[src/common/apb_subsys_pkg.sv]
// ###############################################
// APB subsystem shared definitions
// Request, response and APB bus types, the data-lane
// union, the address map and timer register offsets
// ###############################################

package apb_subsys_pkg;

    // Two 32-bit lanes of one 64-bit bus word
    typedef struct packed {
        logic [31:0] hi;                        // Upper word, byte lanes 7..4
        logic [31:0] lo;                        // Lower word, byte lanes 3..0
    } lane_pair_t;

    // The bridge works lane by lane, the requester sees a plain dword
    typedef union packed {
        logic [63:0] dword;
        lane_pair_t  lanes;
    } data_lanes_t;

    // Single transfer request from the requester
    typedef struct packed {
        logic        valid;
        logic [31:0] addr;
        logic [7:0]  size;                      // Bytes: 1, 2, 4 or 8
        logic        write;
        data_lanes_t wdata;
        logic [7:0]  wstrb;
        logic        last;                      // Low marks a burst beat
    } bus_req_t;

    // One-cycle response pulse back to the requester
    typedef struct packed {
        logic        valid;
        logic        err;
        data_lanes_t rdata;
    } bus_resp_t;

    // Bridge to peripheral
    typedef struct packed {
        logic [31:0] paddr;
        logic        pwrite;
        logic [31:0] pwdata;
        logic [3:0]  pstrb;
        logic        psel;
        logic        penable;
    } apb_req_t;

    // Peripheral to bridge
    typedef struct packed {
        logic [31:0] prdata;
        logic        pready;
        logic        pslverr;
    } apb_resp_t;

    // Address map, every slave owns one window
    localparam logic [31:0] SLV_RAM_BASE = 32'h0000_0000;
    localparam logic [31:0] SLV_TMR_BASE = 32'h0000_1000;
    localparam logic [31:0] SLV_WINDOW   = 32'h0000_1000;

    // Default slave answers at once with an error and all-ones data
    localparam apb_resp_t APB_RESP_DEFAULT = '{
        prdata:  32'hffff_ffff,
        pready:  1'b1,
        pslverr: 1'b1
    };

    // Timer register offsets
    localparam logic [11:0] TMR_CTRL   = 12'h000;
    localparam logic [11:0] TMR_COUNT  = 12'h004;
    localparam logic [11:0] TMR_CMP    = 12'h008;
    localparam logic [11:0] TMR_STATUS = 12'h00c;

    // Timer CTRL bits
    localparam int TMR_CTRL_EN     = 0;        // Counter runs
    localparam int TMR_CTRL_IRQ_EN = 1;        // Match drives the interrupt

    // Merge the strobed bytes of a new word into an old one
    function automatic logic [31:0] apply_strobe(
        input logic [31:0] old_word,
        input logic [31:0] new_word,
        input logic [3:0]  strb
    );
        logic [31:0] res;
        res = old_word;
        for (int b = 0; b < 4; b++) begin
            if (strb[b]) begin
                res[8*b +: 8] = new_word[8*b +: 8];
            end
        end
        return res;
    endfunction

endpackage

[src/bridge/apb_bridge.sv]
// ###############################################
// Request-to-APB bridge
// Decodes the address map, splits 64-bit accesses
// into two APB transfers, serves unmapped addresses
// with a default error slave and rebuilds the response
// ###############################################

module apb_bridge
    import apb_subsys_pkg::*;
(
    input  logic      i_clk,
    input  logic      i_nrst,
    input  bus_req_t  i_req,
    output logic      o_req_ready,
    output bus_resp_t o_resp,
    output apb_req_t  o_ram_apb,
    input  apb_resp_t i_ram_apb,
    output apb_req_t  o_tmr_apb,
    input  apb_resp_t i_tmr_apb
);

    typedef enum logic [1:0] {
        ST_IDLE,
        ST_SETUP,
        ST_ACCESS,
        ST_OUT
    } state_t;

    // Slave select codes
    localparam logic [1:0] SEL_RAM = 2'd0;
    localparam logic [1:0] SEL_TMR = 2'd1;
    localparam logic [1:0] SEL_DEF = 2'd2;

    // Control state
    state_t      r_state;
    logic [1:0]  r_sel;
    logic        r_err;
    logic        r_valid;

    // Registered request and read payload
    logic [31:0] r_paddr;
    logic [7:0]  r_size;
    logic        r_write;
    data_lanes_t r_wdata;
    logic [7:0]  r_wstrb;
    data_lanes_t r_rdata;

    logic        accept;
    logic        req_refuse;
    logic [1:0]  req_sel;
    logic        access_done;
    logic        second_half;
    apb_resp_t   sel_resp;
    apb_req_t    apb_out;
    data_lanes_t rdata_next;

    assign o_req_ready = (r_state == ST_IDLE) && !r_valid;   // Low during the pulse
    assign accept      = i_req.valid && o_req_ready;

    // Bursts and 8-byte accesses to the upper word are refused
    assign req_refuse = !i_req.last || ((i_req.size > 8'd4) && i_req.addr[2]);

    always_comb begin
        if ((i_req.addr - SLV_RAM_BASE) < SLV_WINDOW) begin
            req_sel = SEL_RAM;
        end else if ((i_req.addr - SLV_TMR_BASE) < SLV_WINDOW) begin
            req_sel = SEL_TMR;
        end else begin
            req_sel = SEL_DEF;                              // Nothing mapped here
        end
    end

    always_comb begin
        case (r_sel)
            SEL_RAM: sel_resp = i_ram_apb;
            SEL_TMR: sel_resp = i_tmr_apb;
            default: sel_resp = APB_RESP_DEFAULT;
        endcase
    end

    assign access_done = (r_state == ST_ACCESS) && sel_resp.pready;
    // First half of an aligned 8-byte access, the high word follows
    assign second_half = (r_size > 8'd4) && !r_paddr[2];

    // Read data goes into its own lane, a 32-bit read fills both
    always_comb begin
        rdata_next = r_rdata;
        if (r_size <= 8'd4) begin
            rdata_next.lanes.lo = sel_resp.prdata;
            rdata_next.lanes.hi = sel_resp.prdata;
        end else if (!r_paddr[2]) begin
            rdata_next.lanes.lo = sel_resp.prdata;
        end else begin
            rdata_next.lanes.hi = sel_resp.prdata;
        end
    end

    // Shared APB signals, only the selected slave gets psel and penable
    always_comb begin
        apb_out.paddr   = r_paddr;
        apb_out.pwrite  = r_write;
        apb_out.pwdata  = r_paddr[2] ? r_wdata.lanes.hi : r_wdata.lanes.lo;
        apb_out.pstrb   = r_paddr[2] ? r_wstrb[7:4] : r_wstrb[3:0];
        apb_out.psel    = (r_state == ST_SETUP) || (r_state == ST_ACCESS);
        apb_out.penable = (r_state == ST_ACCESS);

        o_ram_apb         = apb_out;
        o_ram_apb.psel    = apb_out.psel && (r_sel == SEL_RAM);
        o_ram_apb.penable = apb_out.penable && (r_sel == SEL_RAM);

        o_tmr_apb         = apb_out;
        o_tmr_apb.psel    = apb_out.psel && (r_sel == SEL_TMR);
        o_tmr_apb.penable = apb_out.penable && (r_sel == SEL_TMR);
    end

    always_ff @(posedge i_clk or negedge i_nrst) begin
        if (!i_nrst) begin
            r_state <= ST_IDLE;
            r_sel   <= SEL_DEF;
            r_err   <= 1'b0;
            r_valid <= 1'b0;
        end else begin
            r_valid <= 1'b0;
            case (r_state)
                ST_IDLE: begin
                    if (accept) begin
                        r_sel   <= req_sel;
                        r_err   <= req_refuse;
                        r_state <= req_refuse ? ST_OUT : ST_SETUP;
                    end
                end
                ST_SETUP: r_state <= ST_ACCESS;
                ST_ACCESS: begin
                    if (sel_resp.pready) begin
                        r_err   <= r_err | sel_resp.pslverr;   // Either half may fail
                        r_state <= second_half ? ST_SETUP : ST_OUT;
                    end
                end
                ST_OUT: begin
                    r_valid <= 1'b1;
                    r_state <= ST_IDLE;
                end
                default: r_state <= ST_IDLE;
            endcase
        end
    end

    always_ff @(posedge i_clk) begin
        if (accept) begin
            r_paddr <= {i_req.addr[31:2], 2'b00};
            r_size  <= i_req.size;
            r_write <= i_req.write;
            r_wdata <= i_req.wdata;
            r_wstrb <= i_req.wstrb;
            if (req_refuse) begin
                r_rdata.dword <= '1;
            end
        end else if (access_done) begin
            if (second_half) begin
                r_paddr <= r_paddr + 32'd4;                 // Move on to the high word
            end
            r_rdata <= rdata_next;
        end
    end

    assign o_resp.valid = r_valid;
    assign o_resp.err   = r_err;
    assign o_resp.rdata = r_rdata;

endmodule

[src/hdl/apb_scratch_ram.sv]
// ###############################################
// APB scratch RAM
// Word memory with byte-strobe writes and
// zero-wait-state reads, window wraps on its size
// ###############################################

module apb_scratch_ram
    import apb_subsys_pkg::*;
#(
    parameter int RAM_WORDS = 16
) (
    input  logic      i_clk,
    input  logic      i_nrst,
    input  apb_req_t  i_apb,
    output apb_resp_t o_apb
);

    localparam int IDX_W = (RAM_WORDS > 1) ? $clog2(RAM_WORDS) : 1;

    logic [31:0]      mem [RAM_WORDS];
    logic [IDX_W-1:0] word_idx;
    logic             wr_en;

    // Byte address to word index, wrapping inside the window
    assign word_idx = IDX_W'(i_apb.paddr[31:2] % RAM_WORDS);

    // Write lands on the access edge
    assign wr_en = i_apb.psel && i_apb.penable && i_apb.pwrite;

    always_ff @(posedge i_clk or negedge i_nrst) begin
        if (!i_nrst) begin
            for (int i = 0; i < RAM_WORDS; i++) begin
                mem[i] <= '0;
            end
        end else if (wr_en) begin
            mem[word_idx] <= apply_strobe(mem[word_idx], i_apb.pwdata, i_apb.pstrb);
        end
    end

    // Never stalls and never fails
    assign o_apb.prdata  = mem[word_idx];
    assign o_apb.pready  = 1'b1;
    assign o_apb.pslverr = 1'b0;

endmodule

[src/hdl/apb_timer.sv]
// ###############################################
// APB timer
// Free-running counter with a compare register and a
// sticky match flag that drives the interrupt
// ###############################################

module apb_timer
    import apb_subsys_pkg::*;
(
    input  logic      i_clk,
    input  logic      i_nrst,
    input  apb_req_t  i_apb,
    output apb_resp_t o_apb,
    output logic      o_irq
);

    logic [1:0]  r_ctrl;
    logic [31:0] r_count;
    logic [31:0] r_cmp;
    logic        r_match;

    logic [11:0] offset;
    logic        wr_en;
    logic        hit;                               // Offset is a real register
    logic [31:0] rd_word;
    logic [31:0] wr_word;
    logic        match_set;
    logic        match_clr;

    assign offset = i_apb.paddr[11:0];
    assign wr_en  = i_apb.psel && i_apb.penable && i_apb.pwrite && hit;

    always_comb begin
        hit     = 1'b1;
        rd_word = '0;
        case (offset)
            TMR_CTRL:   rd_word = {30'd0, r_ctrl};
            TMR_COUNT:  rd_word = r_count;
            TMR_CMP:    rd_word = r_cmp;
            TMR_STATUS: rd_word = {31'd0, r_match};
            default:    hit = 1'b0;                 // Zero data, slave error
        endcase
    end

    // Strobed bytes replace the current register value
    assign wr_word = apply_strobe(rd_word, i_apb.pwdata, i_apb.pstrb);

    assign match_set = r_ctrl[TMR_CTRL_EN] && (r_count == r_cmp);
    assign match_clr = wr_en && (offset == TMR_STATUS) && wr_word[0];   // Write 1 to clear

    always_ff @(posedge i_clk or negedge i_nrst) begin
        if (!i_nrst) begin
            r_ctrl  <= '0;
            r_count <= '0;
            r_cmp   <= '0;
            r_match <= 1'b0;
            o_irq   <= 1'b0;
        end else begin
            if (wr_en && (offset == TMR_CTRL)) begin
                r_ctrl <= wr_word[1:0];
            end
            if (wr_en && (offset == TMR_CMP)) begin
                r_cmp <= wr_word;
            end
            // A write to COUNT wins over the increment
            if (wr_en && (offset == TMR_COUNT)) begin
                r_count <= wr_word;
            end else if (r_ctrl[TMR_CTRL_EN]) begin
                r_count <= r_count + 32'd1;
            end
            if (match_set) begin
                r_match <= 1'b1;                    // A new match is never lost
            end else if (match_clr) begin
                r_match <= 1'b0;
            end
            o_irq <= r_match && r_ctrl[TMR_CTRL_IRQ_EN];
        end
    end

    assign o_apb.prdata  = rd_word;
    assign o_apb.pready  = 1'b1;
    assign o_apb.pslverr = !hit;

endmodule

[src/hdl/apb_subsys_top.sv]
// ###############################################
// APB subsystem top level
// Bridge with a scratch RAM and a timer behind it
// ###############################################

module apb_subsys_top
    import apb_subsys_pkg::*;
#(
    parameter int RAM_WORDS = 16
) (
    input  logic      i_clk,
    input  logic      i_nrst,
    input  bus_req_t  i_req,
    output logic      o_req_ready,
    output bus_resp_t o_resp,
    output logic      o_timer_irq
);

    apb_req_t  ram_req;
    apb_resp_t ram_resp;
    apb_req_t  tmr_req;
    apb_resp_t tmr_resp;

    apb_bridge bridge0 (
        .i_clk       (i_clk),
        .i_nrst      (i_nrst),
        .i_req       (i_req),
        .o_req_ready (o_req_ready),
        .o_resp      (o_resp),
        .o_ram_apb   (ram_req),
        .i_ram_apb   (ram_resp),
        .o_tmr_apb   (tmr_req),
        .i_tmr_apb   (tmr_resp)
    );

    apb_scratch_ram #(
        .RAM_WORDS (RAM_WORDS)
    ) ram0 (
        .i_clk  (i_clk),
        .i_nrst (i_nrst),
        .i_apb  (ram_req),
        .o_apb  (ram_resp)
    );

    apb_timer tmr0 (
        .i_clk  (i_clk),
        .i_nrst (i_nrst),
        .i_apb  (tmr_req),
        .o_apb  (tmr_resp),
        .o_irq  (o_timer_irq)                       // Straight to the top port
    );

endmodule

[config.mk]
export PLATFORM = sky130hd
export DESIGN_NAME = apb_subsys_top
export DESIGN_NICKNAME = d
export VERILOG_FILES = /design/src/common/apb_subsys_pkg.sv /design/src/bridge/apb_bridge.sv /design/src/hdl/apb_scratch_ram.sv /design/src/hdl/apb_timer.sv /design/src/hdl/apb_subsys_top.sv
export SDC_FILE = /design/constraint.sdc
export NUM_CORES = 1
export LEC_CHECK = 0
export ABC_AREA = 0
export BUFFER_PORTS_ARGS = -buffer_cell sky130_fd_sc_hd__buf_2
export CORE_MARGIN = 2
export CORE_UTILIZATION = 50
export CTS_CLUSTER_DIAMETER = 200
export DETAILED_ROUTE_END_ITERATION = 12
export PLACE_DENSITY = 0.64
export SYNTH_ARGS = -nofsm -noshare
export SYNTH_HDL_FRONTEND = slang
export SYNTH_SLANG_ARGS = --single-unit
export TNS_END_PERCENT = 10
[constraint.sdc]
create_clock -name i_clk -period 4.75 [get_ports i_clk]
set_input_delay 0.95 -clock i_clk [delete_from_list [all_inputs] [get_ports i_clk]]
set_output_delay 0.95 -clock i_clk [all_outputs]
set_load 0.03 [all_outputs]
==> flow_summary.json, run 1 <==
{
  "die_h_um": 262,
  "arrival_ns": 4.02,
  "htreeDepth": 3,
  "final_common_cell": "nand2_1",
  "skew_ns": 0.0246,
  "tightest_slew_ns": 1.17,
  "drc": 0,
  "maxClockFrequency_mhz": 279,
  "fp-row-count": 94,
  "post-route-period-util_pct": 75.4,
  "cp_max_fo": 19,
  "finalSetupTns_ns": 0,
  "synth_top_area_share_pct": 43.9,
  "antenna_found_initial": 4,
  "clockRootBuffer": "clkbuf_16",
  "design_area_sq_um": 37600,
  "final_cell_mix": "nand2_1, dfrtp_1, o21ai_0, buf_2, mux2i_1",
  "cts_tree": "yes",
  "synth-edff-count": 155,
  "fin_crit_ns": 3.58,
  "synth.avg_cell_area_sq_um": 10.9,
  "cp_slowest_cell": "edfxtp_1",
  "cp-endpoint": "ram0.mem[482]$_DFFE_PN0P_",
  "slew_viol_final": 0,
  "start_util_pct": 50.7,
  "yosys_warnings": 0,
  "critPathLaunch": "bridge0.r_paddr[5]$_DFFE_PP_",
  "setup_viol": 0,
  "synth_seq_cells": 741,
  "syn_nets": 3182,
  "synth_top_area_cell": "dfrtp_1",
  "drtIter0Drc": 2312,
  "synth_top_family_by_area": "compound AO/OA/AOI/OAI gates",
  "clockPowerShare_pct": 31.5,
  "placed_area_sq_um": 35000,
  "grt_setup_unrepaired": "no",
  "synthTopCellsByArea": "dfrtp_1, edfxtp_1, o21ai_0, nand2_1, mux4_2",
  "ir_worst_vdd_v": 0.000376,
  "drt-pass1-iter-count": 6,
  "p_int_mw": 12.8,
  "final_antenna_net_count": 0,
  "synth_compound_area_share_pct": 14.5,
  "grt_max_degree": 119,
  "hpwl_mm": 62.3,
  "io_buffers": 182,
  "antenna_cells": 0,
  "cts_made_buffers": 77,
  "p_sw_share_pct": 35.5,
  "clk_pin_slew_ns": 0.06,
  "yosysSeqAreaShare_pct": 57.9,
  "yosys.area_share.adder_pct": 0.375,
  "hold_viol_final": 0,
  "routed_wl_mm": 97.5,
  "hold_buffers": 0,
  "r2r_start": "bridge0.r_paddr[5]$_DFFE_PP_",
  "crit_cells": 6,
  "worst_r2r_endpoint": "ram0.mem[482]$_DFFE_PN0P_",
  "place_inst": 3929,
  "synth_cell_types": 64,
  "reg2reg_slack_ns": 1.17,
  "hold_path.class": "input port to async pin",
  "crit_type": "register to register",
  "worstPathRequired_ns": 5.18,
  "fin_cells": 4070,
  "power.switching_mw": 7.02,
  "first_global_vias": 24511,
  "cp-end-kind": "register",
  "fin_util_pct": 57.1,
  "via_per_inst": 6.00,
  "cp_cell_sequence": "buf_4, mux4_2, mux2i_1, nor3_1, a311oi_4, a31oi_1",
  "cts.repair.resized": 0,
  "synthFlopType": "dfrtp_1",
  "coreArea_sq_um": 65900,
  "synth-xor-area-share_pct": 1.84,
  "cp_top_family": "compound AO/OA/AOI/OAI gates",
  "syn_area_sq_um": 33400,
  "max-clock-path-buffers": 3,
  "post-cts-setup-buffers": 0,
  "cap_viol_max_count": 0,
  "grt_pass1_wl_mm": 149,
  "drive_above_1_share_pct": 16.1,
  "crit_path_max_incr_delay_ns": 1.01,
  "wl_per_cell_um": 23.9,
  "clock_latency_ns": 0.63,
  "ioPinCount": 185,
  "vias": 24421,
  "cellPowerDensity_nw_per_um2": 526,
  "combPwrFrac_pct": 29.9,
  "synth-async-reset-ratio_pct": 79.1,
  "die_area_sq_um": 68800,
  "status": "finished, final reports clean",
  "synth.mux.area_fraction_pct": 10.9,
  "yosys.area_share.simple_pct": 11.0,
  "cp.buffers_inverters": 1,
  "routabilityCongestion": 0.889,
  "syn_inst": 3055,
  "r2r_cells": 6,
  "cp-start-kind": "register",
  "leakage_nw": 16.0,
  "nets": 3271,
  "grt_overflow": 0,
  "grt_use_total_pct": 28.2,
  "pwr-share-seq_pct": 38.6,
  "clkSinkCount": 741,
  "slew_headroom_pct": 21.9,
  "die_w_um": 262,
  "area_growth_pct": 12.7
}
[power groups by stage]
stage	Clock [mW]	Combinational [mW]	Sequential, mW
detailed placement	0	5.83	7.74
CTS	6.33	5.85	7.63
floorplan	0	3.92	7.64
global placement	0	5.71	7.70
finish	6.24	5.91	7.63
global route	6.57	6.35	7.70
[cell type report]
| cell class | instances | area, sq um |
|---|---|---|
| sequential | 741 | 19300 |
| tap | 864 | 1080 |
| clock inverter | 34 | 422 |
| multi-input combinational | 2059 | 13000 |
| inverter | 18 | 70.1 |
| timing repair buffer | 247 | 1560 |
| fill | 5555 | 28200 |
| clock buffer | 107 | 2190 |
[cell families after synthesis]
group	Yosys count
buf+inv	255
xor+xnor	70
fa+ha+maj	10
compound gates	842
flops	741
mux	258
simple gates	879
[metal layers]
layer | up-vias | GRT usage [%] | part of all wire (%)
met2 | 962 | 44.6 | 46
met1 | 12257 | 39.2 | 43
met4 | 0 | 9.64 | 3.4
met5 | - | 0 | 0
met3 | 190 | 5.76 | 7.6
li1 | 11012 | - | -
[through the flow]
step | hold slack [ns] | worst slack [ns] | power [mW]
after floorplan | 0.442 | 0.260 | 11.6
after global placement | 0.455 | 1.27 | 13.4
after detailed placement | 0.462 | 1.25 | 13.6
after CTS | 0.472 | 1.20 | 19.8
after global routing | 0.476 | 1.02 | 20.6
final | 0.461 | 1.17 | 19.8
[how the worst min path moves through the flow]
| stage | from | end | slack, ns | depth (start not counted) |
|---|---|---|---|---|
| floorplan | ram0.mem[288]$_DFFE_PN0P_ | ram0.mem[288]$_DFFE_PN0P_ | 0.44 | 2 |
| global placement | ram0.mem[32]$_DFFE_PN0P_ | ram0.mem[32]$_DFFE_PN0P_ | 0.45 | 2 |
| detailed placement | ram0.mem[416]$_DFFE_PN0P_ | ram0.mem[416]$_DFFE_PN0P_ | 0.46 | 2 |
| CTS | i_req[40] | bridge0.r_wdata[31]$_DFFE_PP_ | 0.47 | 1 |
| global route | i_req[40] | bridge0.r_wdata[31]$_DFFE_PP_ | 0.48 | 1 |
| finish | i_nrst | ram0.mem[69]$_DFFE_PN0P_ | 0.46 | 1 |
[state kept, by name, summed over array words and instances (netlist names), 8 cells and up]
register and cells:
bridge0.r_wdata 64, bridge0.r_rdata 64, tmr0.r_count 32, bridge0.r_wstrb 8, bridge0.r_size 8, tmr0.r_cmp 32
bridge0.r_paddr 10, ram0.mem 512
[Yosys cell counts (all sizes together) (5+ instances only)]
cell type / count
a21bo: 8
a221o: 5
buf: 71
nor3: 18
edfxtp: 155
a211oi: 8
and2: 13
nor2: 75
nand4: 22
xnor2: 41
nor2b: 7
o21ai: 614
mux2i: 170
and3: 14
clkbuf: 166
inv: 18
a21o: 27
a31oi: 15
dfrtp: 585
nor4: 16
mux2: 8
o21bai: 6
mux4: 80
nand2: 644
nand3: 55
ha: 10
a21oi: 43
a22o: 33
xor2: 29
a31o: 14
a22oi: 50
Note: power is estimated with default switching activity, not from simulation.
==> run 2, diff against run 1 <==
Clock period 4.75 ns to 3.8 ns, I/O delays scaled along.
==> flow_summary.json, run 2 (synthesized netlist as in run 1, its figures left out) <==
{
  "grt_pass1_wl_mm": 148,
  "coreArea_sq_um": 65900,
  "regMostFlops": "ram0.mem",
  "tightest_slew_ns": 0.979,
  "worstPathRequired_ns": 4.31,
  "vias": 24561,
  "via_per_inst": 5.99,
  "max-clock-path-buffers": 3,
  "hold_buffers": 0,
  "routed_wl_mm": 97.2,
  "grt_overflow": 0,
  "slew_headroom_pct": 34.6,
  "ir_worst_vdd_v": 0.000449,
  "cp-start-kind": "register",
  "cts_tree": "yes",
  "cp_max_fo": 46,
  "critPathLaunch": "bridge0.r_paddr[6]$_DFFE_PP_",
  "finalSetupTns_ns": 0,
  "grt_max_degree": 102,
  "die_area_sq_um": 68800,
  "leakage_nw": 16.2,
  "post-route-period-util_pct": 80.4,
  "area_growth_pct": 13.4,
  "drc": 0,
  "reg2reg_slack_ns": 0.74,
  "final_common_cell": "nand2_1",
  "status": "finished, final reports clean",
  "nFillCells": 5568,
  "clk_pin_slew_ns": 0.06,
  "start_util_pct": 50.7,
  "clock_latency_ns": 0.64,
  "skew_ns": 0.0177,
  "post-cts-setup-buffers": 0,
  "total_power_mw": 24.5,
  "htreeDepth": 3,
  "cellPowerDensity_nw_per_um2": 647,
  "r2r_cells": 7,
  "setup_viol": 0,
  "cp-endpoint": "tmr0.r_cmp[24]$_DFFE_PN0P_",
  "r2r_start": "bridge0.r_paddr[6]$_DFFE_PP_",
  "cts.repair.resized": 0,
  "antenna_cells": 0,
  "grt_use_total_pct": 28.2,
  "wl_per_cell_um": 23.7,
  "hpwl_mm": 61.4,
  "routabilityCongestion": 0.868,
  "cp-end-kind": "register",
  "crit_path_max_incr_delay_ns": 0.70,
  "multi_input_area_sq_um": 13000,
  "placed_area_sq_um": 35400,
  "largest_register_ffs": 512,
  "hold_viol_final": 0,
  "ioPinCount": 185,
  "drive_above_1_share_pct": 16.7,
  "grt_setup_unrepaired": "no",
  "cp_cell_sequence": "or4_1, nor4_2, buf_4, nand3_2, buf_12, nand2_1, o21ai_0",
  "io_buffers": 182,
  "final_antenna_net_count": 0,
  "final_cell_mix": "nand2_1, dfrtp_1, o21ai_0, buf_2, mux2i_1",
  "worst_r2r_endpoint": "tmr0.r_cmp[24]$_DFFE_PN0P_",
  "cts_made_buffers": 78,
  "clkSinkCount": 741,
  "clockRootBuffer": "clkbuf_16",
  "cp_slowest_cell": "or4_1",
  "fin_crit_ns": 3.06,
  "slew_viol_final": 0,
  "antenna_found_initial": 2,
  "place_inst": 3957,
  "seq_area_sq_um": 19300,
  "crit_type": "register to register",
  "first_global_vias": 24255,
  "arrival_ns": 3.56,
  "cap_viol_max_count": 0,
  "drtIter0Drc": 2244,
  "fp-row-count": 94,
  "die_h_um": 262,
  "drt-pass1-iter-count": 5,
  "maxClockFrequency_mhz": 327,
  "nets": 3300,
  "fin_cells": 4101,
  "reg.largest.list": "ram0.mem (512), bridge0.r_rdata (64), bridge0.r_wdata (64)",
  "die_w_um": 262,
  "hold_path.class": "input port to async pin",
  "design_area_sq_um": 37800
}
run 2: layer usage:
layer  up-vias  GRT usage (%)  share of wire, %
li1      11071              -                 -
met1     12310           38.5                42
met2       961           44.5                47
met3       217           6.00               7.4
met4         2           11.1               4.0
met5         -              0             0.013
run 2: area by class of cell:
cell class                      count  share of cell area (%)
Inverter                           18                   0.185
Timing Repair Buffer              275                    5.14
Clock inverter                     35                   0.794
Multi-Input combinational cell   2059                    34.3
Tap cell                          864                    2.86
Sequential cell                   741                    51.1
Clock buffer                      109                    5.68
run 2: metrics by stage:
step,setup slack [ns],utilization (%),hold WS (ns)
6_report,0.745,57.5,0.117
5_1_grt,0.628,57.5,0.161
3_5_place_dp,0.769,53.7,0.463
4_1_cts,0.776,57.5,0.134
3_3_place_gp,0.814,53.7,0.454
2_1_floorplan,0.267,-,0.442
run 2: worst min path at each step:
stage                                         start                        end  slack, ns
after floorplan           ram0.mem[288]$_DFFE_PN0P_  ram0.mem[288]$_DFFE_PN0P_       0.44
after global placement    ram0.mem[174]$_DFFE_PN0P_  ram0.mem[174]$_DFFE_PN0P_       0.45
after detailed placement  ram0.mem[288]$_DFFE_PN0P_  ram0.mem[288]$_DFFE_PN0P_       0.46
after CTS                                    i_nrst  ram0.mem[204]$_DFFE_PN0P_       0.13
after global routing                         i_nrst  ram0.mem[140]$_DFFE_PN0P_       0.16
final                                        i_nrst  ram0.mem[204]$_DFFE_PN0P_       0.12
run 2: power breakdown:
group / switching (mW) / leakage, nW / internal [mW] / total [mW]
sequential: 0.412 / 9.36 / 9.08 / 9.50
clock: 3.20 / 1.21 / 4.18 / 7.37
combinational: 5.20 / 5.60 / 2.39 / 7.60
total: 8.81 / 16.2 / 15.7 / 24.5
run 2: critical path: cells and delay by family (launching register included):
kind	cells	cell delay, ns
DFF	1	0.45
buffers and inverters	2	0.64
and+or+nand+nor	4	1.74
AOI/OAI and AO/OA	1	0.08
